## config.mk

```make
export PLATFORM = sky130hd
export DESIGN_NAME = drbg_top
export DESIGN_NICKNAME = d
export VERILOG_FILES = /design/src/hdl/drbg_pkg.sv /design/src/hdl/keyed_mix_core.sv /design/src/hdl/drbg_ctrl.sv /design/src/hdl/drbg_top.sv
export VERILOG_INCLUDE_DIRS = /design/src /design/src/hdl
export SDC_FILE = /design/constraint.sdc
export NUM_CORES = 1
export LEC_CHECK = 0
export ABC_AREA = 0
export BUFFER_PORTS_ARGS = -buffer_cell sky130_fd_sc_hd__buf_2
export CAP_MARGIN = 20
export CORE_ASPECT_RATIO = 1.4
export CORE_MARGIN = 2
export CORE_UTILIZATION = 50
export CTS_CLUSTER_DIAMETER = 50
export CTS_CLUSTER_SIZE = 12
export DETAILED_ROUTE_END_ITERATION = 7
export PLACE_DENSITY = 0.7
export SLEW_MARGIN = 15
export SYNTH_ARGS = -nofsm -noshare
export SYNTH_HDL_FRONTEND = slang
export SYNTH_HIERARCHICAL = 1
export SYNTH_SLANG_ARGS = --single-unit
```

## constraint.sdc

```tcl
create_clock -name clk -period 5.4 [get_ports clk]
set_input_delay 1.62 -clock clk [delete_from_list [all_inputs] [get_ports clk]]
set_output_delay 1.62 -clock clk [all_outputs]
set_load 0.01 [all_outputs]
```

## src/hdl/drbg_consts.svh

```systemverilog
// Shared constants for the DRBG and its mixing core
// All data paths are one word wide, K, V, tag and output alike
// The mixer constants are for sequencing tests only, not for security

`ifndef DRBG_CONSTS_SVH
`define DRBG_CONSTS_SVH

//------------------------------------------------------------
// Word width and DRBG seed values
//------------------------------------------------------------
`define DRBG_W       64

`define DRBG_K_INIT  64'h0000_0000_0000_0000  // K starts as all zero bytes
`define DRBG_V_INIT  64'h0101_0101_0101_0101  // V starts as all 0x01 bytes

// Upper bound q, accepted range is [1, q-1]
`define DRBG_LIMIT   64'hF000_0000_0000_0000

//------------------------------------------------------------
// Mixing core
//------------------------------------------------------------
`define MIX_ROUNDS   8                       // Rounds per absorbed block
`define MIX_ROT      13                      // Rotate left per round
`define MIX_RC       64'h9E37_79B9_7F4A_7C15 // Round r uses MIX_RC + r

`endif

```

## src/hdl/drbg_pkg.sv

```systemverilog
// Types shared by the DRBG controller and the mixing core
// Widths come from the constants header

`default_nettype none

`include "drbg_consts.svh"

package drbg_pkg;

  typedef logic [`DRBG_W-1:0] drbg_word_t;  // Key, message, tag, output
  typedef logic [7:0]         drbg_cnt_t;   // Generation counter

  // One request to the mixing core
  typedef struct packed {
    logic       start;   // Strobe, new tag seeded from key
    logic       absorb;  // Strobe, chain on previous tag
    drbg_word_t key;
    drbg_word_t block;
  } mix_cmd_t;

  // Status and result from the mixing core
  typedef struct packed {
    logic       idle;       // Level, ready for a command
    logic       tag_valid;  // Level, tag holds a finished result
    drbg_word_t tag;
  } mix_rsp_t;

  // Controller states
  typedef enum logic [3:0] {
    IDLE,
    INIT,     // Load K, V initial values
    NEXT,     // Bump counter for a new request
    K1,       // K = mix(V || cnt,0x00 || entropy || nonce)
    V1,       // V = mix(V)
    K2_PREP,  // Bump counter
    K2,       // K = mix(V || cnt,0x01 || entropy || nonce)
    V2,       // V = mix(V)
    T,        // T = mix(V), V takes T
    CHECK,    // Range check on T
    K3,       // Reject path, K = mix(V || 0)
    V3,       // Reject path, V = mix(V)
    DONE
  } drbg_state_e;

endpackage

`default_nettype wire

```

## src/hdl/keyed_mix_core.sv

```systemverilog
// Keyed mixing core, one 64-bit block per command, MIX_ROUNDS cycles each
// Commands are accepted only while idle, others are dropped
// Not a cryptographic function, only a stand-in for an HMAC core
// The key is latched on start and reused by absorb

`default_nettype none

`include "drbg_consts.svh"

module keyed_mix_core import drbg_pkg::*; (
  input  wire           clk,
  input  wire           reset_n,
  input  wire           zeroize,   // Sync clear to idle, no tag
  input  wire mix_cmd_t cmd,
  output mix_rsp_t      rsp
);

  localparam int RCW = $clog2(`MIX_ROUNDS);

  //------------------------------------------------------------
  // Registers
  //------------------------------------------------------------
  drbg_word_t     state_q;    // Working state, holds tag when done
  drbg_word_t     key_q;      // Key for current tag chain
  logic [RCW-1:0] round_q;
  logic           busy_q;
  logic           tag_valid_q;

  drbg_word_t     base;       // Start value before block XOR
  logic           cmd_go;

  // One round: add key, rotate left, XOR round constant
  function automatic drbg_word_t mix_round(input drbg_word_t s,
                                           input drbg_word_t k,
                                           input logic [RCW-1:0] r);
    drbg_word_t sum;
    drbg_word_t rot;
    sum = s + k;
    rot = (sum << `MIX_ROT) | (sum >> (`DRBG_W - `MIX_ROT));
    return rot ^ (`MIX_RC + drbg_word_t'(r));
  endfunction

  assign cmd_go = ~busy_q & (cmd.start | cmd.absorb);  // Ignored while busy
  assign base   = cmd.start ? cmd.key : state_q;        // Absorb chains on last tag

  //------------------------------------------------------------
  // Control, round counter and done flag
  //------------------------------------------------------------
  always_ff @(posedge clk or negedge reset_n) begin
    if (!reset_n) begin
      busy_q      <= 1'b0;
      tag_valid_q <= 1'b0;
      round_q     <= '0;
    end else if (zeroize) begin
      busy_q      <= 1'b0;
      tag_valid_q <= 1'b0;
      round_q     <= '0;
    end else if (cmd_go) begin
      busy_q      <= 1'b1;          // Idle and valid drop on this edge
      tag_valid_q <= 1'b0;
      round_q     <= '0;
    end else if (busy_q) begin
      round_q <= round_q + 1'b1;
      if (round_q == RCW'(`MIX_ROUNDS - 1)) begin
        busy_q      <= 1'b0;        // Last round, tag ready
        tag_valid_q <= 1'b1;
      end
    end
  end

  //------------------------------------------------------------
  // Datapath
  //------------------------------------------------------------
  always_ff @(posedge clk or negedge reset_n) begin
    if (!reset_n) begin
      state_q <= '0;
      key_q   <= '0;
    end else if (zeroize) begin
      state_q <= '0;                // Wipe key material too
      key_q   <= '0;
    end else if (cmd_go) begin
      state_q <= base ^ cmd.block;
      if (cmd.start)
        key_q <= cmd.key;
    end else if (busy_q) begin
      state_q <= mix_round(state_q, key_q, round_q);
    end
  end

  // Tag is the final state, held until the next command
  assign rsp.idle      = ~busy_q;
  assign rsp.tag_valid = tag_valid_q;
  assign rsp.tag       = state_q;

endmodule

`default_nettype wire

```

## src/hdl/drbg_ctrl.sv

```systemverilog
// HMAC-DRBG style controller, K and V update then generate with range check
// One output per init or next command, latency depends on rejections
// Commands are one-cycle strobes, taken only when ready is high and exactly
// one of init_cmd and next_cmd is set; entropy and nonce are sampled then
// Output stays until the next accepted command

`default_nettype none

`include "drbg_consts.svh"

module drbg_ctrl import drbg_pkg::*; (
  input  wire             clk,
  input  wire             reset_n,
  input  wire             zeroize,
  input  wire             init_cmd,
  input  wire             next_cmd,
  input  wire drbg_word_t entropy,
  input  wire drbg_word_t nonce,
  output mix_cmd_t        mix_cmd,
  input  wire mix_rsp_t   mix_rsp,
  output logic            ready,
  output logic            valid,
  output drbg_word_t      drbg
);

  //------------------------------------------------------------
  // Registers and decode
  //------------------------------------------------------------
  drbg_state_e st_q;
  drbg_state_e st_d;
  drbg_state_e st_last_q;    // Previous state, for first-cycle detect

  drbg_word_t  k_q;
  drbg_word_t  v_q;          // Also holds T after the T step
  drbg_word_t  ent_q;        // Sampled entropy
  drbg_word_t  non_q;        // Sampled nonce
  drbg_word_t  drbg_q;
  drbg_cnt_t   cnt_q;
  logic [1:0]  blk_idx_q;    // Block within a multi-block message

  logic        start_q;
  logic        absorb_q;
  logic        ready_q;
  logic        valid_q;
  logic        tv_last_q;    // Registered tag_valid

  drbg_word_t  blk_word;
  logic [7:0]  marker;
  logic        first;
  logic        tag_edge;
  logic        last_blk;
  logic        accept;
  logic        t_ok;

  // States that run the mixer
  function automatic logic is_mix_state(input drbg_state_e s);
    return (s == K1) || (s == V1) || (s == K2) || (s == V2) ||
           (s == T)  || (s == K3) || (s == V3);
  endfunction

  assign first    = (st_q != st_last_q);
  assign tag_edge = mix_rsp.tag_valid & ~tv_last_q;   // Tag just finished
  assign accept   = (st_q == IDLE) & ready_q & mix_rsp.idle & (init_cmd ^ next_cmd);
  assign t_ok     = (v_q != '0) && (v_q < `DRBG_LIMIT);
  assign marker   = (st_q == K2) ? 8'h01 : 8'h00;

  // Last block of the message in the current state
  always_comb begin
    unique case (st_q)
      K1, K2:  last_blk = (blk_idx_q == 2'd3);  // V, cnt, entropy, nonce
      K3:      last_blk = (blk_idx_q == 2'd1);  // V, zero word
      default: last_blk = 1'b1;                 // Single block
    endcase
  end

  // Block presented to the mixer
  always_comb begin
    unique case (st_q)
      K1, K2: begin
        unique case (blk_idx_q)
          2'd0:    blk_word = v_q;
          2'd1:    blk_word = {cnt_q, marker, {(`DRBG_W-16){1'b0}}};
          2'd2:    blk_word = ent_q;
          default: blk_word = non_q;
        endcase
      end
      K3:      blk_word = (blk_idx_q == 2'd0) ? v_q : '0;
      default: blk_word = v_q;
    endcase
  end

  //------------------------------------------------------------
  // Next state
  //------------------------------------------------------------
  always_comb begin
    st_d = st_q;
    unique case (st_q)
      IDLE:       if (accept) st_d = init_cmd ? INIT : NEXT;
      INIT, NEXT: st_d = K1;
      K1:         if (tag_edge && last_blk) st_d = V1;
      V1:         if (tag_edge) st_d = K2_PREP;
      K2_PREP:    st_d = K2;
      K2:         if (tag_edge && last_blk) st_d = V2;
      V2:         if (tag_edge) st_d = T;
      T:          if (tag_edge) st_d = CHECK;
      CHECK:      st_d = t_ok ? DONE : K3;    // Retry on out of range T
      K3:         if (tag_edge && last_blk) st_d = V3;
      V3:         if (tag_edge) st_d = T;
      DONE:       st_d = IDLE;
      default:    st_d = IDLE;
    endcase
  end

  always_ff @(posedge clk or negedge reset_n) begin
    if (!reset_n) begin
      st_q      <= IDLE;
      st_last_q <= IDLE;
      tv_last_q <= 1'b0;
      ready_q   <= 1'b0;
    end else if (zeroize) begin
      st_q      <= IDLE;
      st_last_q <= IDLE;
      tv_last_q <= 1'b0;
      ready_q   <= 1'b0;
    end else begin
      st_q      <= st_d;
      st_last_q <= st_q;
      tv_last_q <= mix_rsp.tag_valid;
      ready_q   <= (st_d == IDLE);   // Low right after an accepted command
    end
  end

  //------------------------------------------------------------
  // Mixer command strobes, one per block
  //------------------------------------------------------------
  always_ff @(posedge clk or negedge reset_n) begin
    if (!reset_n) begin
      start_q   <= 1'b0;
      absorb_q  <= 1'b0;
      blk_idx_q <= '0;
    end else if (zeroize) begin
      start_q   <= 1'b0;
      absorb_q  <= 1'b0;
      blk_idx_q <= '0;
    end else begin
      start_q  <= first & is_mix_state(st_q);  // First block on state entry
      absorb_q <= 1'b0;
      if (st_d != st_q)
        blk_idx_q <= '0;
      else if (tag_edge && !last_blk) begin
        blk_idx_q <= blk_idx_q + 2'd1;         // Chain the next block
        absorb_q  <= 1'b1;
      end
    end
  end

  //------------------------------------------------------------
  // K, V, counter and sampled inputs
  //------------------------------------------------------------
  always_ff @(posedge clk or negedge reset_n) begin
    if (!reset_n) begin
      k_q   <= '0;
      v_q   <= '0;
      cnt_q <= '0;
      ent_q <= '0;
      non_q <= '0;
    end else if (zeroize) begin
      k_q   <= '0;
      v_q   <= '0;
      cnt_q <= '0;
      ent_q <= '0;
      non_q <= '0;
    end else begin
      unique case (st_q)
        IDLE: if (accept) begin
          ent_q <= entropy;
          non_q <= nonce;
        end
        INIT: begin
          k_q   <= `DRBG_K_INIT;
          v_q   <= `DRBG_V_INIT;
          cnt_q <= '0;
        end
        NEXT, K2_PREP: cnt_q <= cnt_q + 8'd1;
        K1, K2, K3:    if (tag_edge && last_blk) k_q <= mix_rsp.tag;
        V1, V2, T, V3: if (tag_edge) v_q <= mix_rsp.tag;  // T lands in V
        default: ;
      endcase
    end
  end

  // Output register and valid level
  always_ff @(posedge clk or negedge reset_n) begin
    if (!reset_n) begin
      valid_q <= 1'b0;
      drbg_q  <= '0;
    end else if (zeroize) begin
      valid_q <= 1'b0;
      drbg_q  <= '0;
    end else if (accept) begin
      valid_q <= 1'b0;     // New request, old result no longer valid
    end else if (st_q == DONE) begin
      valid_q <= 1'b1;
      drbg_q  <= v_q;
    end
  end

  assign mix_cmd.start  = start_q;
  assign mix_cmd.absorb = absorb_q;
  assign mix_cmd.key    = k_q;
  assign mix_cmd.block  = blk_word;

  assign ready = ready_q;
  assign valid = valid_q;
  assign drbg  = drbg_q;

endmodule

`default_nettype wire

```

## src/hdl/drbg_top.sv

```systemverilog
// DRBG top level, controller plus keyed mixing core
// init_cmd and next_cmd are strobes, taken only while ready is high
// valid and drbg are held levels, there is no back-pressure
// zeroize clears every register in one cycle

`default_nettype none

module drbg_top import drbg_pkg::*; (
  input  wire             clk,
  input  wire             reset_n,
  input  wire             zeroize,
  input  wire             init_cmd,
  input  wire             next_cmd,
  input  wire drbg_word_t entropy,
  input  wire drbg_word_t nonce,
  output logic            ready,
  output logic            valid,
  output drbg_word_t      drbg
);

  mix_cmd_t mix_cmd;   // Controller to core
  mix_rsp_t mix_rsp;   // Core to controller

  //------------------------------------------------------------
  // Sequencer
  //------------------------------------------------------------
  drbg_ctrl ctrl0 (
    .clk      (clk),
    .reset_n  (reset_n),
    .zeroize  (zeroize),
    .init_cmd (init_cmd),
    .next_cmd (next_cmd),
    .entropy  (entropy),
    .nonce    (nonce),
    .mix_cmd  (mix_cmd),
    .mix_rsp  (mix_rsp),
    .ready    (ready),
    .valid    (valid),
    .drbg     (drbg)
  );

  // Keyed mixer in place of the HMAC
  keyed_mix_core mix0 (
    .clk     (clk),
    .reset_n (reset_n),
    .zeroize (zeroize),
    .cmd     (mix_cmd),
    .rsp     (mix_rsp)
  );

endmodule

`default_nettype wire

```

==> results_dict.tcl <==
set metrics [dict create \
    status "complete, no violations" \
    grt_max_degree 140 \
    critPathCaptureType "register" \
    ff2ff_setup_slack_ps 1150 \
    period_share_pct 78.77 \
    yosys.area.top_type_share_pct 44.09 \
    cts_resized 0 \
    r2r-end "mix0/state_q[7]" \
    crit_type "register to register" \
    cts_tree "built" \
    layout_common_cells "805 x nand2_1, 482 x a21oi_1, 473 x dfrtp_1" \
    hold_viol_final 0 \
    crit_end "mix0/state_q[7]" \
    holdCritPathClass "register to register" \
    rsz0062_at_grt "false" \
    io_pins 199 \
    nets 3445 \
    max_slew.worst_pin.slew_ps 1145 \
    slew_headroom_pct 23.47 \
    hpwl_mm 70.44 \
    grt_util_all_layers_pct 35.00 \
    root_buffer "clkbuf_16" \
    hold_buffers 0 \
    cts_setup_buffers 0 \
    setup_tns_ps 0 \
    cts_max_level 2 \
    grt_pass1_vias 24800 \
    skew_ps 50.62 \
    cts_buffers 49 \
    path_cells "xor2_1, o211ai_1, or2_2, buf_4, a2bb2oi_1, nor2_1, nand2_1, xnor2_1, o21ai_0, o22ai_1" \
    cts_max_path_buffers 3 \
    worstPathRequired_ps 5850 \
    antenna_left 0 \
    fmax_mhz 235.1 \
    portBuffers 198 \
    drive_gt1_share_pct 12.12 \
    core_area_sq_um 53300 \
    cap_violations 0 \
    reg2reg_from "ctrl0/st_q[0]" \
    dieArea_sq_um 55930 \
    synth.distinct_cells 89 \
    place_congestion 0.9669 \
    yosys_warnings 6 \
    yosysSeqAreaShare_pct 44.09 \
    cp_slowest_cell "dfrtp_1" \
    cts.sinks 476 \
    synth_cells 3203 \
    initial_core_util_pct 50.69 \
    synth_area_leaders "dfrtp_1 44%, nand2_1 11%, a21oi_1 8.9%, ha_1 3.3%, xor2_1 2.9%" \
    cp.arrival_ps 4700 \
    antenna_found_initial 1 \
    hold_depth 2 \
    peakVddDrop_mv 0.2153 \
    area_growth_pct 9.726 \
    std_cell_rows 100 \
    die_w_microns 200.5 \
    p_leak_nw 13.15 \
    finalCoreUtilization_pct 55.62 \
    drtIter0Drc 2327 \
    vias 25160 \
    vias_per_cell 6.333 \
    placed_area_sq_um 28210 \
    cts.clk_slew.worst_paths_ps 60 \
    power_density_nw_per_um2 280.5 \
    die_h_microns 279.0 \
    synth_area_sq_um 27020 \
    slowest_delay_ps 980 \
    ys_ff_latch 476 \
    startpoint "ctrl0/st_q[0]" \
    final_area_sq_um 29640 \
    slew_viol_final 0 \
    avgSynthCellArea_sq_um 8.435 \
    route.detailed.drc 0 \
    yosysTopAreaCell "dfrtp_1" \
    num_antenna_cells 0 \
    min_period_ps 4254 \
    final_common_cell "nand2_1" \
    grt_first_pass_wirelength_mm 149.5 \
    routed_wl_mm 99.57 \
    drtPass1Iterations 6 \
    synth_nets 3408 \
    rr_worst_depth 10 \
    setup_viol 0 \
    synth_enable_flop_cells 0 \
    gr-total-overflow 0 \
    fillerInstances 4945 \
    critPathMaxFanout 33 \
    crit_path_start_kind "register" \
    ys.flop_type "dfrtp_1" \
    async_flop_share_pct 100.0 \
    clk_latency_ps 640 \
    wl_per_cell_microns 25.07 \
]
[worst max-delay path: cells and delay by family, from the launching register on]
kind            cells  cell delay [ps]
compound gates      4             1060
xor+xnor            2              310
simple gates        3             1170
flops               1              980
buf+inv             1              500
[metrics by stage]
| stage | instances | hold WS [ps] | total power, mW | worst slack [ps] |
|---|---|---|---|---|
| 6_report | 3972 | 516.7 | 8.314 | 1146 |
| 4_1_cts | 3972 | 521.3 | 8.334 | 1334 |
| 3_3_place_gp | 3902 | 508.0 | 5.128 | 1328 |
| 3_5_place_dp | 3903 | 513.2 | 5.152 | 1346 |
| 5_1_grt | 3972 | 543.3 | 8.602 | 1049 |
| 2_1_floorplan | 3203 | 484.8 | 4.717 | 2439 |
[worst min-delay path by stage]
stage                      end             from
5_1_grt        ctrl0/ent_q[28]  ctrl0/ent_q[28]
2_1_floorplan   ctrl0/cnt_q[4]   ctrl0/cnt_q[4]
6_report        ctrl0/drbg[48]   ctrl0/drbg[48]
3_5_place_dp    ctrl0/drbg[51]   ctrl0/drbg[51]
3_3_place_gp    ctrl0/drbg[58]   ctrl0/drbg[58]
4_1_cts         ctrl0/drbg[51]   ctrl0/drbg[51]
[flip-flops by register name (all words and copies together) (netlist names), 3 cells and up]
signal           count
ctrl0/st_last_q      4
mix0/state_q        64
ctrl0/cnt_q          8
ctrl0/drbg          64
ctrl0/ent_q         64
mix0/key_q          64
ctrl0/non_q         64
ctrl0/st_q           4
ctrl0/k_q           64
ctrl0/v_q           64
mix0/round_q         3
[cell families after synthesis]
family | count (synthesis) | synth area share, %
AO/OA/AOI/OAI | 969 | 23.26
buffers and inverters | 270 | 4.451
multiplexers | 7 | 0.2825
XOR/XNOR | 146 | 4.761
adder cells (fa/ha/maj) | 72 | 3.362
flip-flops | 476 | 44.09
AND/OR/NAND/NOR | 1263 | 19.79
[power by group]
| part | switching, mW | total [mW] | leakage (nW) | internal, mW |
|---|---|---|---|---|
| Combinational | 0.878 | 1.24 | 5.84 | 0.358 |
| Sequential | 0.169 | 3.88 | 6.61 | 3.71 |
| Clock | 1.49 | 3.20 | 0.693 | 1.71 |
[metal layers]
layer,global-route usage (%),vias up,share of wire (%)
li1,-,11210,-
met5,0,-,0
met3,4.599,388,6.1
met1,39.54,12370,36
met2,58.30,1186,47
met4,31.07,0,11
[synthesized netlist by cell type, drive strengths merged, types with 14 or more instances]
master,number
inv,20
nand2,807
nor4,23
clkbuf,163
nor2,207
xnor2,55
a211oi,80
buf,85
o21bai,15
o22ai,24
and3,54
a2bb2oi,56
nor2b,14
ha,71
nand4,21
nor3,57
a21oi,483
nand2b,19
dfrtp,476
nand3,24
o21ai,87
o31ai,124
xor2,91
a21o,30
[layout make-up]
class | instances | area [sq um] | area share [%]
Tap cell | 714 | 893.4 | 3.014
Inverter | 22 | 82.58 | 0.2786
Clock buffer | 56 | 1292 | 4.360
Multi-Input combinational cell | 2457 | 13950 | 47.06
Sequential cell | 476 | 11920 | 40.20
Timing Repair Buffer | 234 | 1364 | 4.601
Clock inverter | 13 | 143.9 | 0.4854
No activity file was read; power rests on OpenSTA's default activity.
